$ cat config.mk
export PLATFORM = sky130hd
export DESIGN_NAME = bus_ctrl
export DESIGN_NICKNAME = d
export VERILOG_FILES = /design/src/source/zx_pkg.sv /design/src/source/bus_ctrl.sv
export SDC_FILE = /design/constraint.sdc
export NUM_CORES = 1
export LEC_CHECK = 0
export BUFFER_PORTS_ARGS = -buffer_cell sky130_fd_sc_hd__buf_2
export CORE_MARGIN = 4
export CORE_UTILIZATION = 35
export DETAILED_ROUTE_END_ITERATION = 12
export GPL_ROUTABILITY_DRIVEN = 0
export PLACE_DENSITY_LB_ADDON = 0.05
export SLEW_MARGIN = 20
export SYNTH_ARGS = -nofsm -noshare
export SYNTH_HDL_FRONTEND = slang
export SYNTH_SLANG_ARGS = --single-unit
$ cat constraint.sdc
create_clock -name clk_sys -period 1.4 [get_ports clk_sys]
set_clock_uncertainty 0.1 [all_clocks]
set_input_delay 0 -clock clk_sys [delete_from_list [all_inputs] [get_ports clk_sys]]
set_output_delay 0 -clock clk_sys [all_outputs]
set_load 0.005 [all_outputs]
$ cat src/source/zx_pkg.sv
/*
 Shared types, enums and memory-map constants for the 128K memory and port unit
*/
package zx_pkg;

	// ==================================================
	// Bus and store widths
	// ==================================================
	typedef logic [15:0] cpu_addr_t;
	typedef logic [7:0]  data_t;
	typedef logic [2:0]  bank_t;
	typedef logic [1:0]  rom_page_t;

	// RAM banks low, ROM pages from 128K upward
	typedef logic [17:0] phys_addr_t;

	// ==================================================
	// Enums
	// ==================================================
	typedef enum logic [1:0] {
		model_128   = 2'd0,
		model_48    = 2'd1,
		model_plus3 = 2'd2
	} model_t;

	// Host handshake sequencer
	typedef enum logic [1:0] {
		st_idle,
		st_access,
		st_ack,
		st_release
	} bus_state_t;

	// ==================================================
	// Memory map
	// ==================================================
	localparam int PAGE_OFFSET_W = 14;
	localparam int RAM_BANKS     = 8;
	localparam int ROM_PAGES     = 4;
	localparam int STORE_DEPTH   = (RAM_BANKS + ROM_PAGES) << PAGE_OFFSET_W;

	localparam phys_addr_t ROM_BASE = phys_addr_t'(RAM_BANKS << PAGE_OFFSET_W);

	// Fixed banks behind 4000 and 8000
	localparam bank_t BANK_WIN1 = 3'd5;
	localparam bank_t BANK_WIN2 = 3'd2;

	// Paging register bits
	localparam int PAGE_LOCK_BIT  = 5;
	localparam int ROM_SEL_BIT    = 4;
	localparam int SCR_BIT        = 3;
	localparam int P3_SPECIAL_BIT = 0;

	localparam data_t IO_IDLE_DATA = 8'hFF;

endpackage

$ cat src/source/bus_ctrl.sv
/*
 Host bus sequencer: runs the four-phase req/ack handshake, issues one
 access strobe per request and latches the read data for the host
*/
`timescale 1ns/1ps

module bus_ctrl (
	input  logic          clk_sys,
	input  logic          reset,
	input  logic          bus_req,
	input  logic          bus_io,
	input  logic          bus_wr,
	input  zx_pkg::data_t io_rdata,
	input  zx_pkg::data_t mem_rdata,
	output logic          bus_ack,
	output zx_pkg::data_t bus_rdata,
	output logic          acc_stb
);
	import zx_pkg::*;

	bus_state_t state;
	bus_state_t state_next;
	logic       ack_set;
	logic       ack_clr;
	logic       capture;
	data_t      rdata_sel;

	// ==================================================
	// Next state
	// ==================================================
	always_comb begin
		state_next = state;
		case (state)
			st_idle: begin
				if (bus_req) begin
					state_next = st_access;
				end
			end
			st_access: begin
				state_next = st_ack;
			end
			// Hold here as long as the host keeps bus_req high
			st_ack: begin
				if (bus_ack && !bus_req) begin
					state_next = st_release;
				end
			end
			st_release: begin
				state_next = st_idle;
			end
			default: begin
				state_next = st_idle;
			end
		endcase
	end

	// One access per request
	assign acc_stb = (state == st_access);

	// First cycle of st_ack, store data is registered by now
	assign capture = (state == st_ack) && !bus_ack;
	assign ack_set = capture;
	assign ack_clr = (state == st_release);

	// Read data source follows the access type
	assign rdata_sel = bus_io ? io_rdata : mem_rdata;

	// ==================================================
	// State and handshake registers
	// ==================================================
	always_ff @(posedge clk_sys) begin
		if (reset) begin
			state   <= st_idle;
			bus_ack <= 1'b0;
		end else begin
			state <= state_next;
			if (ack_set) begin
				bus_ack <= 1'b1;
			end else if (ack_clr) begin
				bus_ack <= 1'b0;
			end
		end
	end

	// Read data, held until the next read completes
	always_ff @(posedge clk_sys) begin
		if (capture && !bus_wr) begin
			bus_rdata <= rdata_sel;
		end
	end

endmodule

Word level (Yosys, flattened, before mapping)
Cells that the tools add are included.
- register bits: 11
- bits of input ports: 21
- output and inout bits: 10
- word-level logic and storage cells: 23
- eq/ne operators: 5
- multiplexer cells: 6
- reduce and logical (&&, ||, !) cells: 9
- operator list (kind ; count):
    two-way mux 8 bit ; 1
    one-hot mux 2 bit (4 select lines) ; 1
    == test 2 bit (second input constant) ; 2
    two-way mux 2 bit ; 2
    inequality test 2 bit (second input constant) ; 2
    logical AND 1 bit ; 3
    zero test 1 bit ; 3
    == test 2 x 1 -> 1 bit (second input constant) ; 1
    zero test 2 bit ; 1
    two-way mux 1 bit ; 2
    AND reduction 2 bit ; 1
    nonzero test 2 bit ; 1

Longest topological paths before layout
- word-level depth: 4
- gate-level depth with buffers: 5

Worst setup path before layout
No wires, ideal clock.
- kind: register to register
- from: reg state[0]
- to: reg bus_rdata[0], enable pin
- data arrival time: 1025 ps
- data required time: 929 ps
- slack: -96 ps
- stages on the path, launching flop included: 5
- path buffers: 0
- period minus slack after synthesis: 1496 ps
- cell sequence: dfxtp_1 -> inv_1 -> ha_1 -> nand2b_1 -> nor2_1
- longest elaborated chain between the ends: 3
- RTL lines (what ; line ; text):
    start: declaration ; bus_ctrl.sv:21 ; bus_state_t state;
    start signal: assignment ; bus_ctrl.sv:73 ; state <= st_idle;
    start signal: assignment ; bus_ctrl.sv:76 ; state <= state_next;
    == test 2 bit ; bus_ctrl.sv:61 ; assign capture = (state == st_ack) && !bus_ack;
    logical AND 1 bit ; bus_ctrl.sv:61 ;
    logical AND 1 bit ; bus_ctrl.sv:87 ; if (capture && !bus_wr) begin
    end signal: assignment ; bus_ctrl.sv:88 ; bus_rdata <= rdata_sel;
    end: declaration ; bus_ctrl.sv:16 ; output zx_pkg::data_t bus_rdata,
No other way between the ends.
A chain may end at the register's enable or synchronous reset.

Final worst setup path
- from: reg state[1]
- to: reg state[0]
- longest elaborated chain between the ends: 3
- RTL lines (what ; line ; text):
    == test 2 bit / zero test 2 bit (equally long branches) ; bus_ctrl.sv:33 ; case (state)
    inequality test 2 bit (no line) ; - ;
    AND reduction 2 bit (no line) ; - ;
Several ways; a longest one is shown, not always the timed one.

==> reports/results.txt <==
status -> finished, final reports clean
YS warnings -> 0
CTS tree -> built
Final Hold Vio Count -> 0
CTS clk-pin slew, worst paths -> 0.07 ns
Sequential Power Share -> 45.0%
post-synthesis sequential area ratio -> 55.43%
CTS Buf Count -> 3
power per cell area -> 1060 nW/um^2
Post-synth top flop -> edfxtp_1
Area growth syn-to-layout -> 75.29%
Max-Slew Margin vs Limit -> 83.98%
synth top area cells -> edfxtp_1, mux2_2, ha_1
period utilization -> 97.77%
DR iter-0 viols -> 9
DP HPWL -> 840.8 um
Critical Path RT -> 1.45 ns
FF+latch count, synth -> 11
clock share of power -> 21.3%
via count -> 493
family with the most delay on the worst path -> simple AND/OR/NAND/NOR gates
Die X-Extent -> 47.35 um
vias in the first global route -> 469
# diodes -> 0
post-synth cell types -> 14
Switch Pwr -> 0.2827 mW
Syn Area/Cell -> 13.54 um^2
post-synth top area cell -> edfxtp_1
RSZ-0062 raised after global routing -> no
drt drc -> 0
mux share of post-synthesis cell area -> 18.48%
clock sinks -> 11
Mapped Cells -> 40
final setup vio count -> 0
Adder-Cell Fraction of Synth Area -> 11.55%
Synth top area share -> 44.34%
first-pass GRT wire length -> 1966 um
Post-DRT Antenna Nets -> 0
global route total overflow -> 0
Fin Setup TNS -> 0 ns
crit path capture type -> flip-flop
Tmin final -> 1.369 ns
xor/xnor share of the synthesized area -> 0%
DRT Pass-1 Iters -> 3
Lkg Pwr -> 0.4277 nW
# H-tree levels -> 1
fmax -> 730.6 MHz
CP Class -> flip-flop to flip-flop
crit path buf inv count -> 1
Rows -> 13
Hold WC Path Type -> input port to flip-flop
pre-CTS setup slack -> -0.002625 ns
Max Cap Violations -> 0
FFs w/ async S/R, synth -> 0%
DR WL/cell -> 12.12 um
postcts setup bufs -> 0
area of the core -> 1383 um^2
largest net degree at the start of global routing -> 9
Worst Path Max Fanout -> 4
combinational share of power -> 33.7%
Post-synth EDFFs -> 8
Worst setup SP type -> flip-flop
layout cell share with drive strength beyond 1 -> 53.26%
overall routing resource usage -> 13.47%
setup ws final -> 0.03118 ns
Max VDD drop -> 0.5617 mV
Switching Share -> 28.08%
die height -> 47.35 um
WP data arrival -> 1.42 ns
Simple-Gate Fraction of Synth Area -> 7.852%
Initial Utilization -> 39.19%
vias per inst -> 4.607
slowest stage cell, crit path -> dfxtp_4
Worst-Margin Slew -> 0.2403 ns
wirelength, routed -> 1297 um
syn nets -> 66
Compound-Gate Fraction of Synth Area -> 3.695%
slowest cell delay on critical path -> 0.38 ns
largest family of logic cells by synthesized area -> multiplexers
num ports -> 31
worst skew pair latency -> 0.26 ns
clock root buffer -> clkbuf_4
cells along the critical path -> inv_2, ha_1, nor2b_1, or3_1, o211a_1
Post-synth top cells -> edfxtp_1, mux2_2, ha_1
Final nets -> 119
initial antenna violation count -> 0
area of the mapped netlist -> 541.8 um^2
max-slew violation count -> 0
Pint -> 0.7242 mW
clk buf depth -> 2
Port-buffer cells -> 30
Die Area -> 2242 um^2
==> repair_timing <==
action / in CTS / in global routing
pin swaps: 0 / 2
endpoints found under the setup margin: 1 / 10
gates resized for setup: 1 / 6
hold endpoints to repair: 11 / 0
hold buffers: 17 / 0
==> layer usage <==
layer | wire length [um] | part of all wire [%] | vias to the layer above | global-route usage (%)
li1 | - | - | 245 | -
met1 | 493 | 38 | 225 | 13.08
met2 | 667 | 51 | 23 | 24.60
met3 | 136 | 10 | 0 | 4.981
met4 | 0 | 0 | 0 | 6.630
met5 | 0 | 0 | - | 0
==> flip-flops by register name (all words and copies together) (netlist names) <==
| register | count |
|---|---|
| bus_ack | 1 |
| state | 2 |
| bus_rdata | 8 |
==> power groups by stage <==
stage | logic, mW | clock network, mW | registers [mW]
floorplan | 0.150 | 0 | 0.454
detailed placement | 0.295 | 0 | 0.445
finish | 0.339 | 0.215 | 0.453
global route | 0.376 | 0.251 | 0.464
CTS | 0.330 | 0.224 | 0.441
global placement | 0.290 | 0 | 0.446
==> layout by cell type (no fill, tap or decap), drive strengths merged <==
master	count
nand2	2
nor2b	1
a21oi	2
mux2	8
nor2	1
inv	3
buf	32
ha	5
or3	1
mux2i	1
dfxtp	3
nand2b	3
clkbuf	4
o211a	1
dlygate4sd3	17
edfxtp	8
==> logic make-up (layout without fill, tap and decap cells) <==
group	Yosys count	after routing
multiplexers	9	9
AND/OR/NAND/NOR	8	8
flip-flops	11	11
adder cells (fa/ha/maj)	5	5
AO/OA/AOI/OAI	3	3
buffers and inverters	4	56
==> worst reg2reg max path, stage by stage (launching register included) <==
cell and delay [ns]:
dfxtp_4 0.38, inv_2 0.05, ha_1 0.16, nor2b_1 0.13
or3_1 0.31, o211a_1 0.13
==> layout make-up <==
cell class	count	area, um^2
fillers	103	432.9
multi-input cells	25	240.2
repair buffers	49	347.8
clock buffers	4	26.28
well taps	15	18.77
flip-flops and latches	11	305.3
inverters	3	11.26
==> metrics by stage <==
| step | util, % | area (um^2) | power [mW] | std cells | hold slack [ns] |
|---|---|---|---|---|---|
| final | 68.69 | 949.7 | 1.007 | 107 | 0.04978 |
| after global routing | 68.69 | 949.7 | 1.091 | 107 | 0.04062 |
| after CTS | 67.51 | 933.4 | 0.9951 | 107 | 0.04938 |
| after detailed placement | 53.21 | 735.7 | 0.7396 | 86 | 0.07886 |
| after global placement | 53.21 | 735.7 | 0.7357 | 86 | 0.07329 |
| after floorplan | - | 544.3 | 0.6045 | 40 | -0.03093 |
==> final timing paths <==
kind	from	endpoint	slack [ns]	depth (start not counted)
max	state[1]$_SDFFE_PP0P_	state[0]$_SDFFE_PP0P_	0.03	5
min	bus_wr	bus_rdata[3]$_DFFE_PP_	0.05	3
max reg2reg	state[1]$_SDFFE_PP0P_	state[0]$_SDFFE_PP0P_	0.03	5
min reg2reg	bus_ack$_SDFFE_PP0P_	bus_ack$_SDFFE_PP0P_	0.40	2
(Power assumes the default switching activity.)
