`src/source/zx_pkg.sv`:
```
/*
 Shared types, enums and memory-map constants for the 128K memory and port unit
*/
package zx_pkg;

	// ==================================================
	// Bus and store widths
	// ==================================================
	typedef logic [15:0] cpu_addr_t;
	typedef logic [7:0]  data_t;
	typedef logic [2:0]  bank_t;
	typedef logic [1:0]  rom_page_t;

	// RAM banks low, ROM pages from 128K upward
	typedef logic [17:0] phys_addr_t;

	// ==================================================
	// Enums
	// ==================================================
	typedef enum logic [1:0] {
		model_128   = 2'd0,
		model_48    = 2'd1,
		model_plus3 = 2'd2
	} model_t;

	// Host handshake sequencer
	typedef enum logic [1:0] {
		st_idle,
		st_access,
		st_ack,
		st_release
	} bus_state_t;

	// ==================================================
	// Memory map
	// ==================================================
	localparam int PAGE_OFFSET_W = 14;
	localparam int RAM_BANKS     = 8;
	localparam int ROM_PAGES     = 4;
	localparam int STORE_DEPTH   = (RAM_BANKS + ROM_PAGES) << PAGE_OFFSET_W;

	localparam phys_addr_t ROM_BASE = phys_addr_t'(RAM_BANKS << PAGE_OFFSET_W);

	// Fixed banks behind 4000 and 8000
	localparam bank_t BANK_WIN1 = 3'd5;
	localparam bank_t BANK_WIN2 = 3'd2;

	// Paging register bits
	localparam int PAGE_LOCK_BIT  = 5;
	localparam int ROM_SEL_BIT    = 4;
	localparam int SCR_BIT        = 3;
	localparam int P3_SPECIAL_BIT = 0;

	localparam data_t IO_IDLE_DATA = 8'hFF;

endpackage

```
`src/source/io_ports.sv`:
```
/*
 I/O port decoding: 7FFD and 1FFD paging registers, the ULA port at FE
 and the model latch
*/
`timescale 1ns/1ps

module io_ports (
	input  logic              clk_sys,
	input  logic              reset,
	input  zx_pkg::model_t    model,
	input  logic              acc_stb,
	input  logic              bus_io,
	input  logic              bus_wr,
	input  zx_pkg::cpu_addr_t bus_addr,
	input  zx_pkg::data_t     bus_wdata,
	input  logic              ear_in,
	output zx_pkg::data_t     io_rdata,
	output zx_pkg::data_t     page_reg,
	output zx_pkg::data_t     page_reg_p3,
	output zx_pkg::model_t    model_q,
	output logic [2:0]        border,
	output logic              ear_out,
	output logic              mic_out
);
	import zx_pkg::*;

	logic  io_wr_stb;
	logic  is_plus3;
	logic  page_disable;
	logic  sel_7ffd;
	logic  sel_1ffd;
	logic  sel_ula;
	data_t ula_rdata;

	assign io_wr_stb = acc_stb && bus_io && bus_wr;
	assign is_plus3  = (model_q == model_plus3);

	// Lock bit freezes both paging ports until reset
	assign page_disable = (model_q == model_48) || page_reg[PAGE_LOCK_BIT];

	// ==================================================
	// Address decode
	// ==================================================
	assign sel_7ffd = !bus_addr[15] && !bus_addr[1]
		&& (bus_addr[14] || !is_plus3) && !page_disable;

	// +3 only
	assign sel_1ffd = bus_addr[12] && (bus_addr[15:13] == 3'b000) && !bus_addr[1]
		&& is_plus3 && !page_disable;

	assign sel_ula = !bus_addr[0];

	// Model is only taken while reset is held
	always_ff @(posedge clk_sys) begin
		if (reset) begin
			model_q <= model;
		end
	end

	// ==================================================
	// Paging registers
	// ==================================================
	always_ff @(posedge clk_sys) begin
		if (reset) begin
			page_reg    <= '0;
			page_reg_p3 <= '0;
		end else if (io_wr_stb) begin
			if (sel_7ffd) begin
				page_reg <= bus_wdata;
			end
			if (sel_1ffd) begin
				page_reg_p3 <= bus_wdata;
			end
		end
	end

	// ULA port, border and beeper lines
	always_ff @(posedge clk_sys) begin
		if (reset) begin
			border  <= 3'd0;
			ear_out <= 1'b0;
			mic_out <= 1'b0;
		end else if (io_wr_stb && sel_ula) begin
			border  <= bus_wdata[2:0];
			mic_out <= bus_wdata[3];
			ear_out <= bus_wdata[4];
		end
	end

	// EAR input shows in bit 6, the rest float high
	always_comb begin
		ula_rdata    = IO_IDLE_DATA;
		ula_rdata[6] = ear_in;
	end

	assign io_rdata = sel_ula ? ula_rdata : IO_IDLE_DATA;

endmodule

```
`config.mk`:
```
export PLATFORM = sky130hd
export DESIGN_NAME = io_ports
export DESIGN_NICKNAME = d
export VERILOG_FILES = /design/src/source/zx_pkg.sv /design/src/source/io_ports.sv
export SDC_FILE = /design/constraint.sdc
export NUM_CORES = 1
export LEC_CHECK = 0
export ABC_AREA = 1
export BUFFER_PORTS_ARGS = -buffer_cell sky130_fd_sc_hd__buf_2
export CAP_MARGIN = 20
export CORE_AREA = 2 2 53 55
export CTS_BUF_LIST = sky130_fd_sc_hd__clkbuf_8
export DETAILED_ROUTE_END_ITERATION = 16
export DIE_AREA = 0 0 55 57
export MAX_ROUTING_LAYER = met4
export PLACE_DENSITY = 0.9
export SYNTH_ARGS = -nofsm -noshare
export SYNTH_HDL_FRONTEND = slang
export SYNTH_SLANG_ARGS = --single-unit
```
`constraint.sdc`:
```
create_clock -name clk_sys -period 1.4 [get_ports clk_sys]
set_input_delay 0.14 -clock clk_sys [delete_from_list [all_inputs] [get_ports clk_sys]]
set_output_delay 0.14 -clock clk_sys [all_outputs]
set_load 0.01 [all_outputs]
```
Yosys cells after proc, flatten, opt, wreduce, memory -nomap -nowiden
Index checks and enable logic that the tools add are counted.
{ "word_totals": {"n_memories": 0, "register_bits": 23, "mem_bits_ro": 0, "ramBits": 0, "latchBits": 0, "input_bits": 32, "output_inout_bits": 31, "word_cells": 29} }
{ "classes": {"add_sub_neg": 0, "bitwise": 0, "muxes": 1, "n_lt_le_gt_ge": 0, "multipliers": 0, "n_shift": 0, "div": 0, "n_eq_ne": 2, "n_reduce_logical": 20} }
{ "ops": {"columns": ["operator", "n"], "rows": [
  ["logical AND 1 bit", 10],
  ["two-way mux 7 bit", 1],
  ["zero test 1 bit", 5],
  ["AND reduction 2 bit", 2],
  ["zero test 3 bit", 1],
  ["== test 2 x 1 -> 1 bit, second input constant", 1],
  ["== test 2 bit, second input constant", 1],
  ["logical OR 1 bit", 2]
]} }

Logic depth before layout (Yosys ltp)
Gate-level depths: netlist (run 1).
{ "logic_depth": {"word_depth": 6, "ltp_mapped": 8, "depth_no_buf": 7} }

Worst setup path before layout (run 1)
No wires, ideal clock.
{ "synth_path": {"path_kind": "register to register", "start": "register model_q[0]", "end": "register page_reg_p3[5]", "synth_period_minus_slack_ns": 1.172, "n_path_buf": 1, "path_stages_with_launch": 8, "arrival_ns": 1.057, "t_required_ns": 1.285, "path_slack_ns": 0.228, "setup_time_ns": 0.115, "cell_sequence": "edfxtp_1 inv_1 nand3_2 nor2_4 buf_6 nand3_1 nand2_1 nor2_1"} }
{ "synth_via": {"elab_chain_cells": 5, "word_cells_on_any_way": 7, "cone_classes": "eq/ne (2); reduce/logical (5)"} }
{ "synth_rtl": {"columns": ["element", "line", "source"], "rows": [
  ["start: declaration", "io_ports.sv:20", "output zx_pkg::model_t model_q,"],
  ["start signal: assignment", "io_ports.sv:56", "model_q <= model;"],
  ["== test 2 x 1 -> 1 bit", "io_ports.sv:39", "assign page_disable = (model_q == model_48) || page_reg[PAGE_LOCK_BIT];"],
  ["logical OR 1 bit", "io_ports.sv:39", null],
  ["zero test 1 bit", "io_ports.sv:49", "&& is_plus3 && !page_disable;"],
  ["logical AND 1 bit (*)", "io_ports.sv:49", null],
  ["AND reduction 2 bit (no source line) (*)", null, null],
  ["end signal: assignment", "io_ports.sv:72", "page_reg_p3 <= bus_wdata;"],
  ["end: declaration", "io_ports.sv:19", "output zx_pkg::data_t page_reg_p3,"]
]} }
Mark *: on every way between the ends. The rest lies on a longest branch, timed or not.
A chain may end at the register's enable or synchronous reset.

Worst setup path after layout (run 1)
{ "layout_path": {"start": "register model_q[1]", "end": "register page_reg_p3[7]"} }
The elaborated chain is that of the path after synthesis.

==> impl_metrics.yaml, run 1 <==
finish:
  fin_nets: 213
  final_common_cell: "buf_2"
  area_growth_pct: 21.5
  diodes: 0
  drive_gt1_frac: 0.344
  design_area_sq_um: 1320
  final_cells: 211
  mostFrequentLayoutCells: "buf_2 (45), dfxtp_1 (21), a21oi_1 (20)"
  utilization: 0.506
die:
  fp-row-count: 19
  core_sq_um: 2620
  io_pins: 63
  fp.dieH_microns: 57
  die_w_microns: 55
  die-area_sq_um: 3140
  initial_core_util: 0.416
min_path:
  min_delay_path_depth: 1
  hold_path.startpoint: "model[0]"
  worstHoldPathType: "primary input to flip-flop"
  worst_hold_path.endpoint: "model_q[0]$_DFFE_PP_"
power_and_ir_drop:
  leakagePower_nw: 0.674
  p_per_area_nw_per_um2: 940
  netSwitchingFraction: 0.250
  pwr-share-clk: 0.325
  fin_total_pwr_mw: 1.24
  combPwrFrac: 0.124
  peakVddDrop_v: 0.000667
  power.internal_mw: 0.932
  p_seq_frac: 0.551
  p_sw_mw: 0.311
cts:
  cts.sinks: 23
  cts_max_level: 1
  cts_tree: "done"
  cts.path.max_buffers: 2
  cts_setup_buffers: 0
  post_cts_resized: 0
  clockRootBuffer: "clkbuf_8"
  worstSkewPairLatency_ns: 0.26
  clk_pin_slew_ns: 0.08
  ctsHoldBuffers: 0
  cts_buffers: 3
sta:
  fin_worst_skew_ns: 0.00229
  report.final.slew_viol_count: 0
  min_period_over_period: 0.912
  setup_violations: 0
  grt_setup_unrepaired: "no"
  fmax_ghz: 0.783
  setup-tns-final_ns: 0
  hold_viol_final: 0
  min_period_ns: 1.28
global_route:
  grt.met3_usage: 0.0314
  grt_pass1_vias: 869
  grt_pass1_wl_microns: 3610
  met1_usage: 0.202
  gr-max-usage-layer: "met2"
  antenna_found_initial: 0
  met2_usage: 0.247
  grt_max_degree: 32
  grt-ovfl-total: 0
  track_usage: 0.156
logic_synthesis:
  avgSynthCellArea_sq_um: 7.95
  syn-cell-area_sq_um: 1090
  synth_cells: 137
  ys_types: 22
  yosysWarnings: 0
  yosysSeqAreaShare: 0.441
  synth_seq_cells: 23
worst_setup_path:
  cp_max_fo: 15
  criticalPathCategory: "flip-flop to flip-flop"
  rr_startpoint: "model_q[1]$_DFFE_PP_"
  setup.worst_path.start: "model_q[1]$_DFFE_PP_"
  crit_chain: "inv_1, nand2_1, nand2_2, nor2_4, nand3_1, nand2_1, nor2_1"
  crit_slowest_cell: "edfxtp_1"
  crit_family: "simple AND/OR/NAND/NOR gates"
  cp.arrival_ns: 1.44
  crit_required_ns: 1.56
  cp.buffers_inverters: 1
  crit_path_start_kind: "flip-flop"
  r2r-end: "page_reg_p3[7]$_SDFFE_PP0P_"
  reg2reg_depth: 7
  worst_path_largest_cell_delay_ns: 0.39
  crit_path_end_kind: "flip-flop"
  rrSetupSlack_ns: 0.12
  crit_top_cell: "nand2_1"
place:
  placed_area_sq_um: 1260
  dp.cells: 206
  dp_hpwl_microns: 1620
  gp_congestion: 0.745
  port_buffers: 45
routing:
  route.vias.total: 973
  drc: 0
  firstDrtPassIters: 4
  wl_per_cell_microns: 10.5
  vias_per_cell: 4.61
  drtIter0Drc: 13
  drt-total-wl_microns: 2210
  postRouteAntennaNets: 0
status:
  outcome: "completed"
flow_run:
  drv_cap: 0
-- synthesized netlist by cell type (all sizes together) --
cell type  count  area [sq um]
nand3         18           113
nand2         19          73.8
edfxtp         2          60.1
nor2          20           104
buf           14           118
conb           1          3.75
or2            1          6.26
dfxtp         21           420
a21oi         21           109
o21ai          5          25.0
inv           15          56.3
-- worst max path at each step --
| stage | slack (ns) | cells past startpoint | to |
|---|---|---|---|
| 2_1_floorplan | 0.23 | 7 | page_reg_p3[5]$_SDFFE_PP0P_ |
| 3_3_place_gp | 0.15 | 6 | page_reg_p3[5]$_SDFFE_PP0P_ |
| 3_5_place_dp | 0.13 | 7 | page_reg[6]$_SDFFE_PP0P_ |
| 4_1_cts | 0.11 | 7 | page_reg[6]$_SDFFE_PP0P_ |
| 5_1_grt | 0.02 | 6 | page_reg_p3[2]$_SDFFE_PP0P_ |
| 6_report | 0.12 | 7 | page_reg_p3[7]$_SDFFE_PP0P_ |
-- area by class of cell --
type | count | area [sq um]
Sequential cell | 23 | 480
Inverter | 15 | 56.3
Tap cell | 31 | 38.8
Clock inverter | 1 | 5.00
Timing Repair Buffer | 46 | 233
Fill cell | 277 | 1290
Multi-Input combinational cell | 92 | 468
Clock buffer | 3 | 41.3
-- metal layers --
metal | vias to the layer above | wire, microns
met5 | - | 0
met4 | 0 | 10
met3 | 2 | 146
li1 | 511 | -
met1 | 432 | 994
met2 | 28 | 1060
-- logic make-up after synthesis --
kind of cell           Yosys count  synth area share
AND/OR/NAND/NOR                 58             0.272
buffers and inverters           29             0.160
AO/OA/AOI/OAI                   26             0.123
flip-flops                      23             0.441
other                            1           0.00344
-- metrics by stage --
stage / hold slack (ns) / setup WS [ns]
global route: 0.0508 / 0.0153
CTS: 0.0529 / 0.112
detailed placement: 0.322 / 0.127
finish: 0.0546 / 0.123
floorplan: 0.209 / 0.228
global placement: 0.318 / 0.149
-- worst register-to-register path: cells and delay by family (launching register included) --
kind,cells,cell delay [ns]
buffers and inverters,1,0.05
DFF,1,0.39
and+or+nand+nor,6,0.73
-- power groups by stage --
stage               logic, mW  registers [mW]  clock network, mW
floorplan               0.106           0.707                  0
global placement        0.146           0.700                  0
detailed placement      0.150           0.700                  0
CTS                     0.150           0.685              0.410
global route            0.174           0.687              0.441
finish                  0.154           0.684              0.404
No activity file was read; power rests on OpenSTA's default activity.
==> run 2, diff against run 1 <==
- CORE_AREA: 2 2 53 55 -> 2 2 47 60
- DIE_AREA: 0 0 55 57 -> 0 0 49 62
- PLACE_DENSITY: 0.9 -> 0.92
==> run 2 against run 1 <==
  * Core utilization grew 1.7 points
  * Critical endpoint is now page_reg_p3[5]$_SDFFE_PP0P_
  * Count of clock-buffer cells in the layout is the same
  * Largest power group unchanged
  * Die area is 3.1% lower
  * Critical path depth down 1
  * Sequential power about the same
  * Hold slack better by 0.00089 ns
  * Combinational power is essentially flat
==> impl_metrics.yaml, run 2 (synthesis gave the netlist of run 1 again) <==
worst_setup_path:
  crit_required_ns: 1.56
  cp.arrival_ns: 1.42
  cp_max_fo: 15
  criticalPathCategory: "flip-flop to flip-flop"
  crit_path_end_kind: "flip-flop"
  crit_path_start_kind: "flip-flop"
routing:
  route.vias.total: 962
  drt-total-wl_microns: 2070
  vias_per_cell: 4.50
  drtIter0Drc: 17
  drc: 0
  postRouteAntennaNets: 0
  wl_per_cell_microns: 9.67
  firstDrtPassIters: 4
sta:
  report.final.slew_viol_count: 0
  fmax_ghz: 0.794
  min_period_over_period: 0.900
  whs_ns: 0.0555
  min_period_ns: 1.26
  setup_violations: 0
  hold_viol_final: 0
  grt_setup_unrepaired: "no"
  fin_worst_skew_ns: 0.00241
  setup-tns-final_ns: 0
cts:
  clk_pin_slew_ns: 0.08
  worstSkewPairLatency_ns: 0.26
  cts.sinks: 23
  ctsHoldBuffers: 0
  cts_setup_buffers: 0
  post_cts_resized: 0
  cts.path.max_buffers: 2
  cts_max_level: 1
  cts_tree: "done"
  cts_buffers: 3
  clockRootBuffer: "clkbuf_8"
global_route:
  track_usage: 0.143
  grt_pass1_wl_microns: 3250
  grt-ovfl-total: 0
  antenna_found_initial: 0
  grt_max_degree: 32
  grt_pass1_vias: 780
die:
  core_sq_um: 2550
  initial_core_util: 0.427
  fp.dieH_microns: 62
  die_w_microns: 49
  die-area_sq_um: 3040
  fp-row-count: 21
  io_pins: 63
finish:
  final_common_cell: "buf_2"
  design_area_sq_um: 1330
  diodes: 0
  mostFrequentLayoutCells: "buf_2 (45), dfxtp_1 (21), a21oi_1 (20)"
  area_growth_pct: 22.3
  fin_nets: 213
  drive_gt1_frac: 0.344
power_and_ir_drop:
  p_per_area_nw_per_um2: 927
  peakVddDrop_v: 0.000499
  leakagePower_nw: 0.677
place:
  placed_area_sq_um: 1270
  gp_congestion: 0.698
  dp_hpwl_microns: 1560
  port_buffers: 45
flow_run:
  drv_cap: 0
min_path:
  worstHoldPathType: "primary input to flip-flop"
status:
  outcome: "completed"
## run 2: cell counts in the layout (fill, tap and decap cells not counted)
No cell type changed its count.
## run 2: stage by stage
step                total power, mW  utilization  setup WS [ns]  std cells
floorplan                     0.813            -          0.228        143
global placement              0.844        0.498          0.169        209
detailed placement            0.848        0.498          0.137        209
CTS                            1.24        0.516          0.121        213
global route                   1.29        0.522        0.00698        214
finish                         1.23        0.522          0.141        214
## run 2: power breakdown
part,leakage [nW],switching (mW),internal [mW]
Combinational,0.462,0.0959,0.0569
Sequential,0.189,0.00774,0.677
Clock,0.0255,0.198,0.198
## run 2: per-layer routing
layer  share of wire  up-vias  track usage
li1                -      509            -
met1            0.41      415        0.161
met2            0.51       38        0.247
met3           0.077        0       0.0335
met4               0        0       0.0612
met5               0        -            -
## run 2: layout make-up
| type | instances | area [sq um] |
|---|---|---|
| clock buffers | 3 | 41.3 |
| clock inverters | 1 | 5.00 |
| fillers | 273 | 1220 |
| inverters | 15 | 56.3 |
| multi-input cells | 92 | 473 |
| flip-flops and latches | 23 | 480 |
| well taps | 34 | 42.5 |
| repair buffers | 46 | 233 |
## run 2: worst paths after layout
check | startpoint | endpoint | slack (ns) | cells past startpoint
setup reg to reg | model_q[0]$_DFFE_PP_ | page_reg_p3[5]$_SDFFE_PP0P_ | 0.14 | 6
hold / removal | model[1] | model_q[1]$_DFFE_PP_ | 0.06 | 1
hold reg to reg | page_reg_p3[5]$_SDFFE_PP0P_ | page_reg_p3[5]$_SDFFE_PP0P_ | 0.48 | 2
setup / recovery | model_q[0]$_DFFE_PP_ | page_reg_p3[5]$_SDFFE_PP0P_ | 0.14 | 6
## run 2: critical path: stages, from the launching register on
cell and delay [ns]:
edfxtp_1 0.41, nand2_1 0.13, nand2_4 0.09, nor2_4 0.30, nand3_1 0.12, nand2_1 0.08
nor2_1 0.03
