[config.mk]
export PLATFORM = sky130hd
export DESIGN_NAME = mem_map
export DESIGN_NICKNAME = d
export VERILOG_FILES = /design/src/source/zx_pkg.sv /design/src/source/mem_map.sv
export SDC_FILE = /design/constraint.sdc
export NUM_CORES = 1
export LEC_CHECK = 0
export BUFFER_PORTS_ARGS = -buffer_cell sky130_fd_sc_hd__buf_2
export CAP_MARGIN = 5
export CORE_AREA = 2 2 39 41
export DETAILED_ROUTE_END_ITERATION = 8
export DIE_AREA = 0 0 41 43
export GPL_TIMING_DRIVEN = 0
export PLACE_DENSITY = 0.77
export SLEW_MARGIN = 20
export SYNTH_ARGS = -nofsm -noshare
export SYNTH_HDL_FRONTEND = slang
export SYNTH_SLANG_ARGS = --single-unit
[constraint.sdc]
create_clock -name vclk -period 3.35
set_input_delay 0.5025 -clock vclk [all_inputs]
set_output_delay 0.5025 -clock vclk [all_outputs]
set_load 0.005 [all_outputs]
[src/source/zx_pkg.sv]
/*
 Shared types, enums and memory-map constants for the 128K memory and port unit
*/
package zx_pkg;

	// ==================================================
	// Bus and store widths
	// ==================================================
	typedef logic [15:0] cpu_addr_t;
	typedef logic [7:0]  data_t;
	typedef logic [2:0]  bank_t;
	typedef logic [1:0]  rom_page_t;

	// RAM banks low, ROM pages from 128K upward
	typedef logic [17:0] phys_addr_t;

	// ==================================================
	// Enums
	// ==================================================
	typedef enum logic [1:0] {
		model_128   = 2'd0,
		model_48    = 2'd1,
		model_plus3 = 2'd2
	} model_t;

	// Host handshake sequencer
	typedef enum logic [1:0] {
		st_idle,
		st_access,
		st_ack,
		st_release
	} bus_state_t;

	// ==================================================
	// Memory map
	// ==================================================
	localparam int PAGE_OFFSET_W = 14;
	localparam int RAM_BANKS     = 8;
	localparam int ROM_PAGES     = 4;
	localparam int STORE_DEPTH   = (RAM_BANKS + ROM_PAGES) << PAGE_OFFSET_W;

	localparam phys_addr_t ROM_BASE = phys_addr_t'(RAM_BANKS << PAGE_OFFSET_W);

	// Fixed banks behind 4000 and 8000
	localparam bank_t BANK_WIN1 = 3'd5;
	localparam bank_t BANK_WIN2 = 3'd2;

	// Paging register bits
	localparam int PAGE_LOCK_BIT  = 5;
	localparam int ROM_SEL_BIT    = 4;
	localparam int SCR_BIT        = 3;
	localparam int P3_SPECIAL_BIT = 0;

	localparam data_t IO_IDLE_DATA = 8'hFF;

endpackage

[src/source/mem_map.sv]
/*
 Memory map: CPU address to physical store address, with ROM write refusal
*/
`timescale 1ns/1ps

module mem_map (
	input  zx_pkg::cpu_addr_t  bus_addr,
	input  zx_pkg::data_t      page_reg,
	input  zx_pkg::data_t      page_reg_p3,
	input  zx_pkg::model_t     model_q,
	output zx_pkg::phys_addr_t phys_addr,
	output logic               mem_we_ok,
	output logic               scr_page
);
	import zx_pkg::*;

	logic [1:0]               window;
	logic [PAGE_OFFSET_W-1:0] offset;
	logic                     special;
	logic                     is_rom;
	rom_page_t                rom_page;
	bank_t                    bank_normal;
	bank_t                    bank_special;
	bank_t                    bank;

	assign window  = bus_addr[15:14];
	assign offset  = bus_addr[PAGE_OFFSET_W-1:0];
	assign special = (model_q == model_plus3) && page_reg_p3[P3_SPECIAL_BIT];
	assign is_rom  = !special && (window == 2'd0);

	always_comb begin
		case (model_q)
			model_48:    rom_page = 2'd1;
			model_plus3: rom_page = {page_reg_p3[2], page_reg[ROM_SEL_BIT]};
			default:     rom_page = {1'b0, page_reg[ROM_SEL_BIT]};
		endcase
	end

	// Window 0 falls to the default arm but is ROM in normal mode
	always_comb begin
		case (window)
			2'd1:    bank_normal = BANK_WIN1;
			2'd2:    bank_normal = BANK_WIN2;
			default: bank_normal = (model_q == model_48) ? 3'd0 : page_reg[2:0];
		endcase
	end

	// ==================================================
	// +3 all-RAM table
	// ==================================================
	always_comb begin
		bank_special = {1'b1, window};
		case (page_reg_p3[2:1])
			2'd0: bank_special = {1'b0, window};
			2'd1: bank_special = {1'b1, window};
			2'd2: begin
				if (window == 2'd3) begin
					bank_special = 3'd3;
				end
			end
			2'd3: begin
				if (window == 2'd1) begin
					bank_special = 3'd7;
				end else if (window == 2'd3) begin
					bank_special = 3'd3;
				end
			end
		endcase
	end

	assign bank = special ? bank_special : bank_normal;

	assign phys_addr = is_rom ? ROM_BASE + phys_addr_t'({rom_page, offset})
		: phys_addr_t'({bank, offset});

	assign mem_we_ok = !is_rom;
	assign scr_page  = page_reg[SCR_BIT];

endmodule

After elaboration in Yosys (flattened, before gate mapping)
Index checks and enable logic that the tools add are counted.
{ "word_totals": {"regBits": 0, "latch_bits": 0, "mem_bits_rw": 0, "romBits": 0, "inputBits": 34, "wordCells": 23, "mem_count": 0} }
{ "op_classes": {"n_addsub": 1, "n_mul": 0, "n_div": 0, "magnitude_cmp": 0, "eq_ne": 8, "shift": 0, "muxes": 8, "bitwise": 0, "reduce_logical": 6} }
{ "ops": {"columns": ["operator", "n"], "rows": [
  ["$add 18x16->18 const A", 1],
  ["$mux 18", 1],
  ["$mux 3", 4],
  ["$pmux 3 s4", 1],
  ["$eq 2x2->1 const B", 5],
  ["$eq 2x1->1 const B", 3],
  ["$pmux 3 s2", 1],
  ["$logic_not 2->1", 2],
  ["$pmux 2 s2", 1],
  ["$logic_and 1x1->1", 2],
  ["$logic_not 1->1", 2]
]} }

Depth between registers and ports, before layout
Gate-level depths: netlist of the first run.
{ "depth": {"ltp_word": 6, "ltp_mapped": 5, "mapped_depth_nobuf": 5} }

Least setup slack after synthesis of the first run
No wires, ideal clock.
{ "synth_path": {"path_kind": "input port to output port", "startpoint": "input bus_addr[14]", "endpoint": "output phys_addr[14]", "t_arrival_ps": 1579, "required_time_ps": 2847, "setup_slack_ps": 1269, "cell_stages": 5, "path_buffers": 0, "path_cell_list": "inv_1 > ha_1 > or3b_1 > a32o_1 > mux2i_1"} }
{ "synth_between": {"elab_chain_len": 6} }
{ "synth_rtl": {"columns": ["item", "line", "text"], "rows": [
  ["from (decl)", "mem_map.sv:7", "input zx_pkg::cpu_addr_t bus_addr,"],
  ["$eq 2x2->1", "mem_map.sv:57, mem_map.sv:64", null],
  ["$mux 3", "mem_map.sv:57, mem_map.sv:64", null],
  ["$mux 3", "mem_map.sv:62", "if (window == 2'd1) begin"],
  ["$pmux 3 s4", "mem_map.sv:53", "case (page_reg_p3[2:1])"],
  ["$mux 3", "mem_map.sv:71", "assign bank = special ? bank_special : bank_normal;"],
  ["$mux 18 (*)", "mem_map.sv:73", "assign phys_addr = is_rom ? ROM_BASE + phys_addr_t'({rom_page, offset})"],
  ["to (decl)", "mem_map.sv:11", "output zx_pkg::phys_addr_t phys_addr,"]
]} }
Mark *: on every way between the ends. The rest lies on a longest branch, timed or not.

Final worst setup path of the first run
Ends and elaborated chain as after synthesis.

==> flow_summary.json, run 1 <==
{
  "seq_area_sq_um": 0,
  "fp.dieH_um": 43,
  "synth_top_area_cell": "buf_4",
  "insertedDiodeCount": 0,
  "die_w_um": 41,
  "layout_commonest_cell": "buf_2",
  "crit_top_cell": "buf_2",
  "cp_max_fo": 5,
  "grt_util_all_layers_pct": 9.49,
  "avgViaCountPerCell": 4.43,
  "max_clock_freq_mhz": 416,
  "vias": 447,
  "drt_iter0_drc": 2,
  "wl_per_cell_um": 8.12,
  "ios": 54,
  "drive_gt1_share_pct": 56.5,
  "syn-num-nets": 96,
  "slowest_stage": "or3b_1",
  "ant_nets": 0,
  "die_area_sq_mm": 0.00176,
  "antenna_found_initial": 0,
  "avgSynthCellArea_sq_um": 7.51,
  "syn-cell-area_sq_um": 405,
  "dp_hpwl_um": 755,
  "slew_violations": 0,
  "worstSetupStartpointType": "primary input",
  "cts_setup_buffers": 0,
  "grt_pass1_vias": 365,
  "finalNonFillerCells": 101,
  "tightestPinTransition_ps": 389,
  "worstPathCellList": "buf_2, inv_1, ha_1, or3b_1, a32o_1, mux2i_1, buf_2",
  "power_leakage_nw": 0.353,
  "yosysWarnings": 0,
  "yosysUniqueCellTypes": 22,
  "final_cell_mix": "buf_2, buf_4, ha_1",
  "slowest_delay_ps": 360,
  "netlist.area_leader.share_pct": 29.6,
  "cts_hold_buf": 0,
  "fin_nets": 129,
  "drt_pass1_iterations": 4,
  "grt_pass1_wl_um": 1280,
  "p_per_area_mw_per_mm2": 116,
  "ir_drop_mv": 0.0361,
  "cp_data_arrival_time_ps": 1900,
  "seq_cells": 0,
  "grt-ovfl-total": 0,
  "seq_area_frac_synth_pct": 0,
  "gp_congestion": 0.697,
  "grt_max_degree": 8,
  "cp_data_required_time_ps": 2850,
  "core-area_sq_mm": 0.00138,
  "rows": 14,
  "place_inst": 101,
  "areaGrowthSynthToFinish_pct": 43.2,
  "setup_viol_count_final": 0,
  "initial_core_util_pct": 29.3,
  "post-route-period-util_pct": 71.7,
  "cts_resized": 0,
  "yosys-top-cells-area": "buf_4, ha_1, inv_1, a22oi_1, nand2b_1",
  "fin_tns_setup_ps": 0,
  "endpoint_kind": "output pin",
  "rsz0062_at_grt": "false",
  "worstHoldPathType": "in -> out",
  "critPathKind": "in -> out",
  "min_period_ps": 2400,
  "cpLargestDelayFamily": "simple AND/OR/NAND/NOR gates",
  "remaining_drc_errors": 0,
  "max-cap-violations": 0,
  "synthCells": 54,
  "portBuffers": 31,
  "path_buf_inv": 3,
  "routed_wl_um": 820,
  "nClkBuffers": 0,
  "status": "complete, no violations",
  "finalHoldViolCount": 0,
  "max_slew_margin_pct": 73.8
}
[report_power, final]
part	switching, mW	internal, mW	leakage (nW)
combinational	0.0275	0.0399	0.353
clock	0	0	0
sequential	0	0	0
[cells by family after synthesis]
| group | after synthesis | share of synthesized area [%] |
|---|---|---|
| fa+ha+maj | 8 | 24.7 |
| compound gates | 14 | 25.3 |
| simple gates | 10 | 13.3 |
| mux | 1 | 2.47 |
| buf+inv | 21 | 34.3 |
[through the flow]
step                      power (mW)  hold slack, ps  util [%]  worst slack [ps]  cell area, sq um
after global routing          0.0767            1180      42.0               837               581
after floorplan               0.0410            1090         -              1270               405
after global placement        0.0668            1170      42.0               958               581
after CTS                     0.0685            1170      42.0               936               581
after detailed placement      0.0682            1170      42.0               947               581
final                         0.0674            1170      42.0               948               581
[area by class of cell]
cell class	instances	area, sq um
timing repair buffer	31	155
buffer	16	120
tap	16	20.0
multi-input combinational	33	267
fill	161	803
inverter	5	18.8
[Yosys cell counts]
| master | instances |
|---|---|
| buf_4 | 16 |
| ha_1 | 8 |
| inv_1 | 5 |
| nand2_1 | 3 |
| a21oi_1 | 2 |
| a22oi_1 | 2 |
| nand2b_1 | 2 |
| nor2_1 | 2 |
| a211oi_1 | 1 |
| a21boi_0 | 1 |
| a21o_1 | 1 |
| a22o_2 | 1 |
| a32o_1 | 1 |
| and3b_1 | 1 |
| mux2i_1 | 1 |
| nand3_1 | 1 |
| o21a_1 | 1 |
| o21ai_0 | 1 |
| o22ai_1 | 1 |
| o31ai_1 | 1 |
| o32ai_1 | 1 |
| or3b_1 | 1 |
[final timing paths]
| path | from | cells past startpoint | to |
|---|---|---|---|
| setup / recovery | bus_addr[14] | 7 | phys_addr[14] |
| hold / removal | bus_addr[12] | 2 | phys_addr[12] |
[layer usage]
metal  GRT usage [%]  share of wire (%)
met5               0                  0
met4               0                  0
met2            18.8                 52
met3               0                 14
met1            11.1                 34
Note: power is estimated with default switching activity, not from simulation.
==> run 2: changes to the inputs <==
CORE_AREA = unset   (was 2 2 39 41)
CORE_MARGIN = 2   (was unset)
CORE_UTILIZATION = 30   (was unset)
DIE_AREA = unset   (was 0 0 41 43)
PLACE_DENSITY = 0.79   (was 0.77)
clock period = 2.05 ns   (was 3.35 ns; I/O delays follow)
==> flow_summary.json, run 2 (same netlist as run 1, synthesis figures left out) <==
{
  "cp_max_fo": 5,
  "nClkBuffers": 0,
  "portBuffers": 31,
  "power_leakage_nw": 0.353,
  "setup_viol_count_final": 0,
  "seq_area_sq_um": 0,
  "fin_nets": 129,
  "antenna_found_initial": 0,
  "place_area_sq_um": 579,
  "drt_iter0_drc": 6,
  "post-route-period-util_pct": 95.0,
  "final_cell_mix": "buf_2, buf_4, ha_1",
  "drive_gt1_share_pct": 57.6,
  "design_area_sq_um": 592,
  "critPathKind": "in -> out",
  "rsz0062_at_grt": "false",
  "cp_data_arrival_time_ps": 1640,
  "max_slew_margin_pct": 73.8,
  "ios": 54,
  "finalHoldViolCount": 0,
  "grt_pass1_wl_um": 1300,
  "worst_hold_path.num_cells": 2,
  "endpoint_kind": "output pin",
  "slowest_delay_ps": 350,
  "rows": 13,
  "worstHoldPathType": "in -> out",
  "avgViaCountPerCell": 4.57,
  "worstPathCellList": "buf_2, inv_1, ha_4, or3b_1, a32o_1, mux2i_1, buf_2",
  "cts_hold_buf": 0,
  "remaining_drc_errors": 0,
  "layout_commonest_cell": "buf_2",
  "die_area_sq_mm": 0.00166,
  "die_w_um": 40.8,
  "wl_per_cell_um": 9.36,
  "grt_max_degree": 8,
  "drt_pass1_iterations": 4,
  "crit_top_cell": "buf_2",
  "grt_util_all_layers_pct": 11.0,
  "ir_drop_mv": 0.0731,
  "cp_data_required_time_ps": 1740,
  "grt-ovfl-total": 0,
  "seq_cells": 0,
  "fp.dieH_um": 40.8,
  "ant_nets": 0,
  "routed_wl_um": 936,
  "min_from": "bus_addr[11]",
  "slowest_stage": "or3b_1",
  "max-cap-violations": 0,
  "grt_pass1_vias": 349,
  "max_clock_freq_mhz": 514,
  "worstSetupStartpointType": "primary input",
  "slew_violations": 0,
  "initial_core_util_pct": 31.5,
  "insertedDiodeCount": 0,
  "areaGrowthSynthToFinish_pct": 46.0,
  "tightestPinTransition_ps": 390,
  "dp_hpwl_um": 843,
  "total_power_mw": 0.116,
  "min_period_ps": 1950,
  "p_per_area_mw_per_mm2": 196,
  "core-area_sq_mm": 0.00128,
  "gp_congestion": 0.703,
  "fin_tns_setup_ps": 0,
  "vias": 457,
  "min_to": "phys_addr[11]",
  "fillers": 141,
  "status": "complete, no violations"
}
==> run 2: report_power, final <==
group	switching (mW)	total (mW)	internal (mW)	leakage, nW
sequential	0	0	0	0
clock	0	0	0	0
combinational	0.0477	0.116	0.0685	0.353
total	0.0477	0.116	0.0685	0.353
==> run 2: stage by stage <==
stage	instances	hold WS (ps)	utilization (%)	setup slack, ps
after floorplan	54	696	-	359
after global placement	100	781	45.1	30.9
after detailed placement	100	781	45.1	8.03
after CTS	100	781	45.1	1.77
after global routing	100	787	46.1	2.13
final	100	780	46.1	103
==> run 2: what timing repair did <==
action / CTS / global route
setup endpoints to repair: 0 / 1
resized for setup: 0 / 1
buffers inserted: 0 / 0
==> run 2: area by class of cell <==
type / instances / area (sq um) / area share, %
multi-input cells: 33 / 279 / 47.1
repair buffers: 31 / 155 / 26.2
plain buffers: 16 / 120 / 20.3
inverters: 5 / 18.8 / 3.17
well taps: 15 / 18.8 / 3.17
==> run 2: worst max path at each step <==
| stage | startpoint | slack [ps] | depth (start not counted) | to |
|---|---|---|---|---|
| finish | bus_addr[14] | 100 | 7 | phys_addr[14] |
| floorplan | bus_addr[14] | 360 | 5 | phys_addr[14] |
| detailed placement | bus_addr[14] | 8 | 7 | phys_addr[14] |
| global route | bus_addr[14] | 2 | 7 | phys_addr[14] |
| global placement | bus_addr[14] | 30 | 7 | phys_addr[14] |
| CTS | bus_addr[14] | 2 | 7 | phys_addr[14] |
==> run 2: critical path, delay by kind of cell <==
| family | cells | cell delay (ps) |
|---|---|---|
| buf+inv | 3 | 400 |
| simple gates | 1 | 350 |
| fa+ha+maj | 1 | 240 |
| compound gates | 1 | 210 |
| mux | 1 | 130 |
==> run 2: layer usage <==
metal	GRT usage (%)	wire length, um	up-vias
met1	10.3	350	194
met5	0	0	-
met2	26.2	474	28
met3	0	112	0
met4	0	0	0
li1	-	-	235
==> run 3: changes to the inputs <==
CORE_AREA = 2 2 39 41   (was unset)
CORE_MARGIN = unset   (was 2)
CORE_UTILIZATION = unset   (was 30)
DIE_AREA = 0 0 41 43   (was unset)
PLACE_DENSITY = 0.77   (was 0.79)
RECOVER_POWER = 50   (was unset)
clock period = 2.2 ns   (was 2.05 ns; I/O delays follow)
==> flow_summary.json, run 3 (same netlist as run 1, synthesis figures left out) <==
{
  "status": "complete, no violations",
  "cp_max_fo": 5,
  "routed_wl_um": 809,
  "portBuffers": 31,
  "antenna_found_initial": 0,
  "cp_data_arrival_time_ps": 1720,
  "seq_cells": 0,
  "grt_pass1_wl_um": 1280,
  "dp_hpwl_um": 755,
  "fin_nets": 129,
  "worstSetupStartpointType": "primary input",
  "fp.dieH_um": 43,
  "p_per_area_mw_per_mm2": 175,
  "p_int_mw": 0.0597,
  "rsz0062_at_grt": "false",
  "pwr-share-seq_pct": 0,
  "fin_tns_setup_ps": 0,
  "gp_congestion": 0.697,
  "hold_ws_ps": 826,
  "slew_violations": 0,
  "drt_iter0_drc": 2,
  "rows": 14,
  "slowest_stage": "or3b_1",
  "power_frac_clock_pct": 0,
  "max_slew_margin_pct": 73.8,
  "core-area_sq_mm": 0.00138,
  "max-cap-violations": 0,
  "ir_drop_mv": 0.0544,
  "power_leakage_nw": 0.348,
  "setup_viol_count_final": 0,
  "worst_slack_ps": 148,
  "cts_hold_buf": 0,
  "seq_area_sq_um": 0,
  "crit_top_cell": "buf_2",
  "finalHoldViolCount": 0,
  "drt_pass1_iterations": 4,
  "wl_per_cell_um": 8.01,
  "cp_data_required_time_ps": 1870,
  "place_area_sq_um": 581,
  "worstHoldPathType": "in -> out",
  "critPathKind": "in -> out",
  "vias": 447,
  "initial_core_util_pct": 29.3,
  "drive_gt1_share_pct": 55.3,
  "design_area_sq_um": 579,
  "fillers": 159,
  "ant_nets": 0,
  "die_area_sq_mm": 0.00176,
  "avgViaCountPerCell": 4.43,
  "areaGrowthSynthToFinish_pct": 42.9,
  "remaining_drc_errors": 0,
  "insertedDiodeCount": 0,
  "ios": 54,
  "switching_share_pct": 41.2,
  "nClkBuffers": 0,
  "final_cell_mix": "buf_2, clkbuf_4, ha_1",
  "die_w_um": 41,
  "max_clock_freq_mhz": 487,
  "grt_pass1_vias": 365,
  "grt_util_all_layers_pct": 9.49,
  "grt_max_degree": 8,
  "endpoint_kind": "output pin",
  "cts_resized": 0,
  "worst_hold_path.num_cells": 2,
  "min_period_ps": 2050,
  "tightestPinTransition_ps": 389,
  "post-route-period-util_pct": 93.3,
  "p_sw_mw": 0.0417,
  "dpl_worst_slack_ps": 142,
  "slowest_delay_ps": 360,
  "combPwrFrac_pct": 100.0,
  "layout_commonest_cell": "buf_2",
  "cts_setup_buffers": 0,
  "worstPathCellList": "buf_2, inv_1, ha_1, or3b_1, a32o_1, mux2i_1, buf_2",
  "grt-ovfl-total": 0
}
-- run 3: area by class of cell --
cell class	count	area [sq um]	share of cell area, %
tap	16	20.0	3.46
buffer	16	120	20.7
inverter	5	18.8	3.24
multi-input combinational	33	267	46.0
timing repair buffer	31	154	26.6
-- run 3: power by group through the flow --
stage               registers [mW]  logic, mW  clock network (mW)
floorplan                        0     0.0624                   0
global placement                 0      0.102                   0
detailed placement               0      0.104                   0
CTS                              0      0.104                   0
global route                     0      0.116                   0
finish                           0      0.101                   0
-- run 3: stage by stage --
step | instances | util, % | power [mW]
after floorplan | 54 | - | 0.0624
after global placement | 101 | 42.0 | 0.102
after detailed placement | 101 | 42.0 | 0.104
after CTS | 101 | 42.0 | 0.104
after global routing | 101 | 41.9 | 0.116
final | 101 | 41.9 | 0.101
-- run 3: worst max-delay path, delay by kind of cell --
family                   cells  cell delay [ps]
multiplexers                 1              130
AND/OR/NAND/NOR              1              360
AO/OA/AOI/OAI                1              210
buffers and inverters        3              340
adder cells (fa/ha/maj)      1              350
-- run 3: path summary, 6_finish.rpt --
path,startpoint,endpoint,slack [ps]
setup / recovery,bus_addr[14],phys_addr[14],150
hold / removal,bus_addr[0],phys_addr[0],830
-- run 3: layer usage --
| layer | vias to the layer above | GRT usage (%) | routed length, um |
|---|---|---|---|
| met3 | 0 | 0 | 118 |
| met2 | 25 | 18.8 | 416 |
| li1 | 235 | - | - |
| met5 | - | 0 | 0 |
| met4 | 0 | 0 | 0 |
| met1 | 187 | 11.1 | 274 |
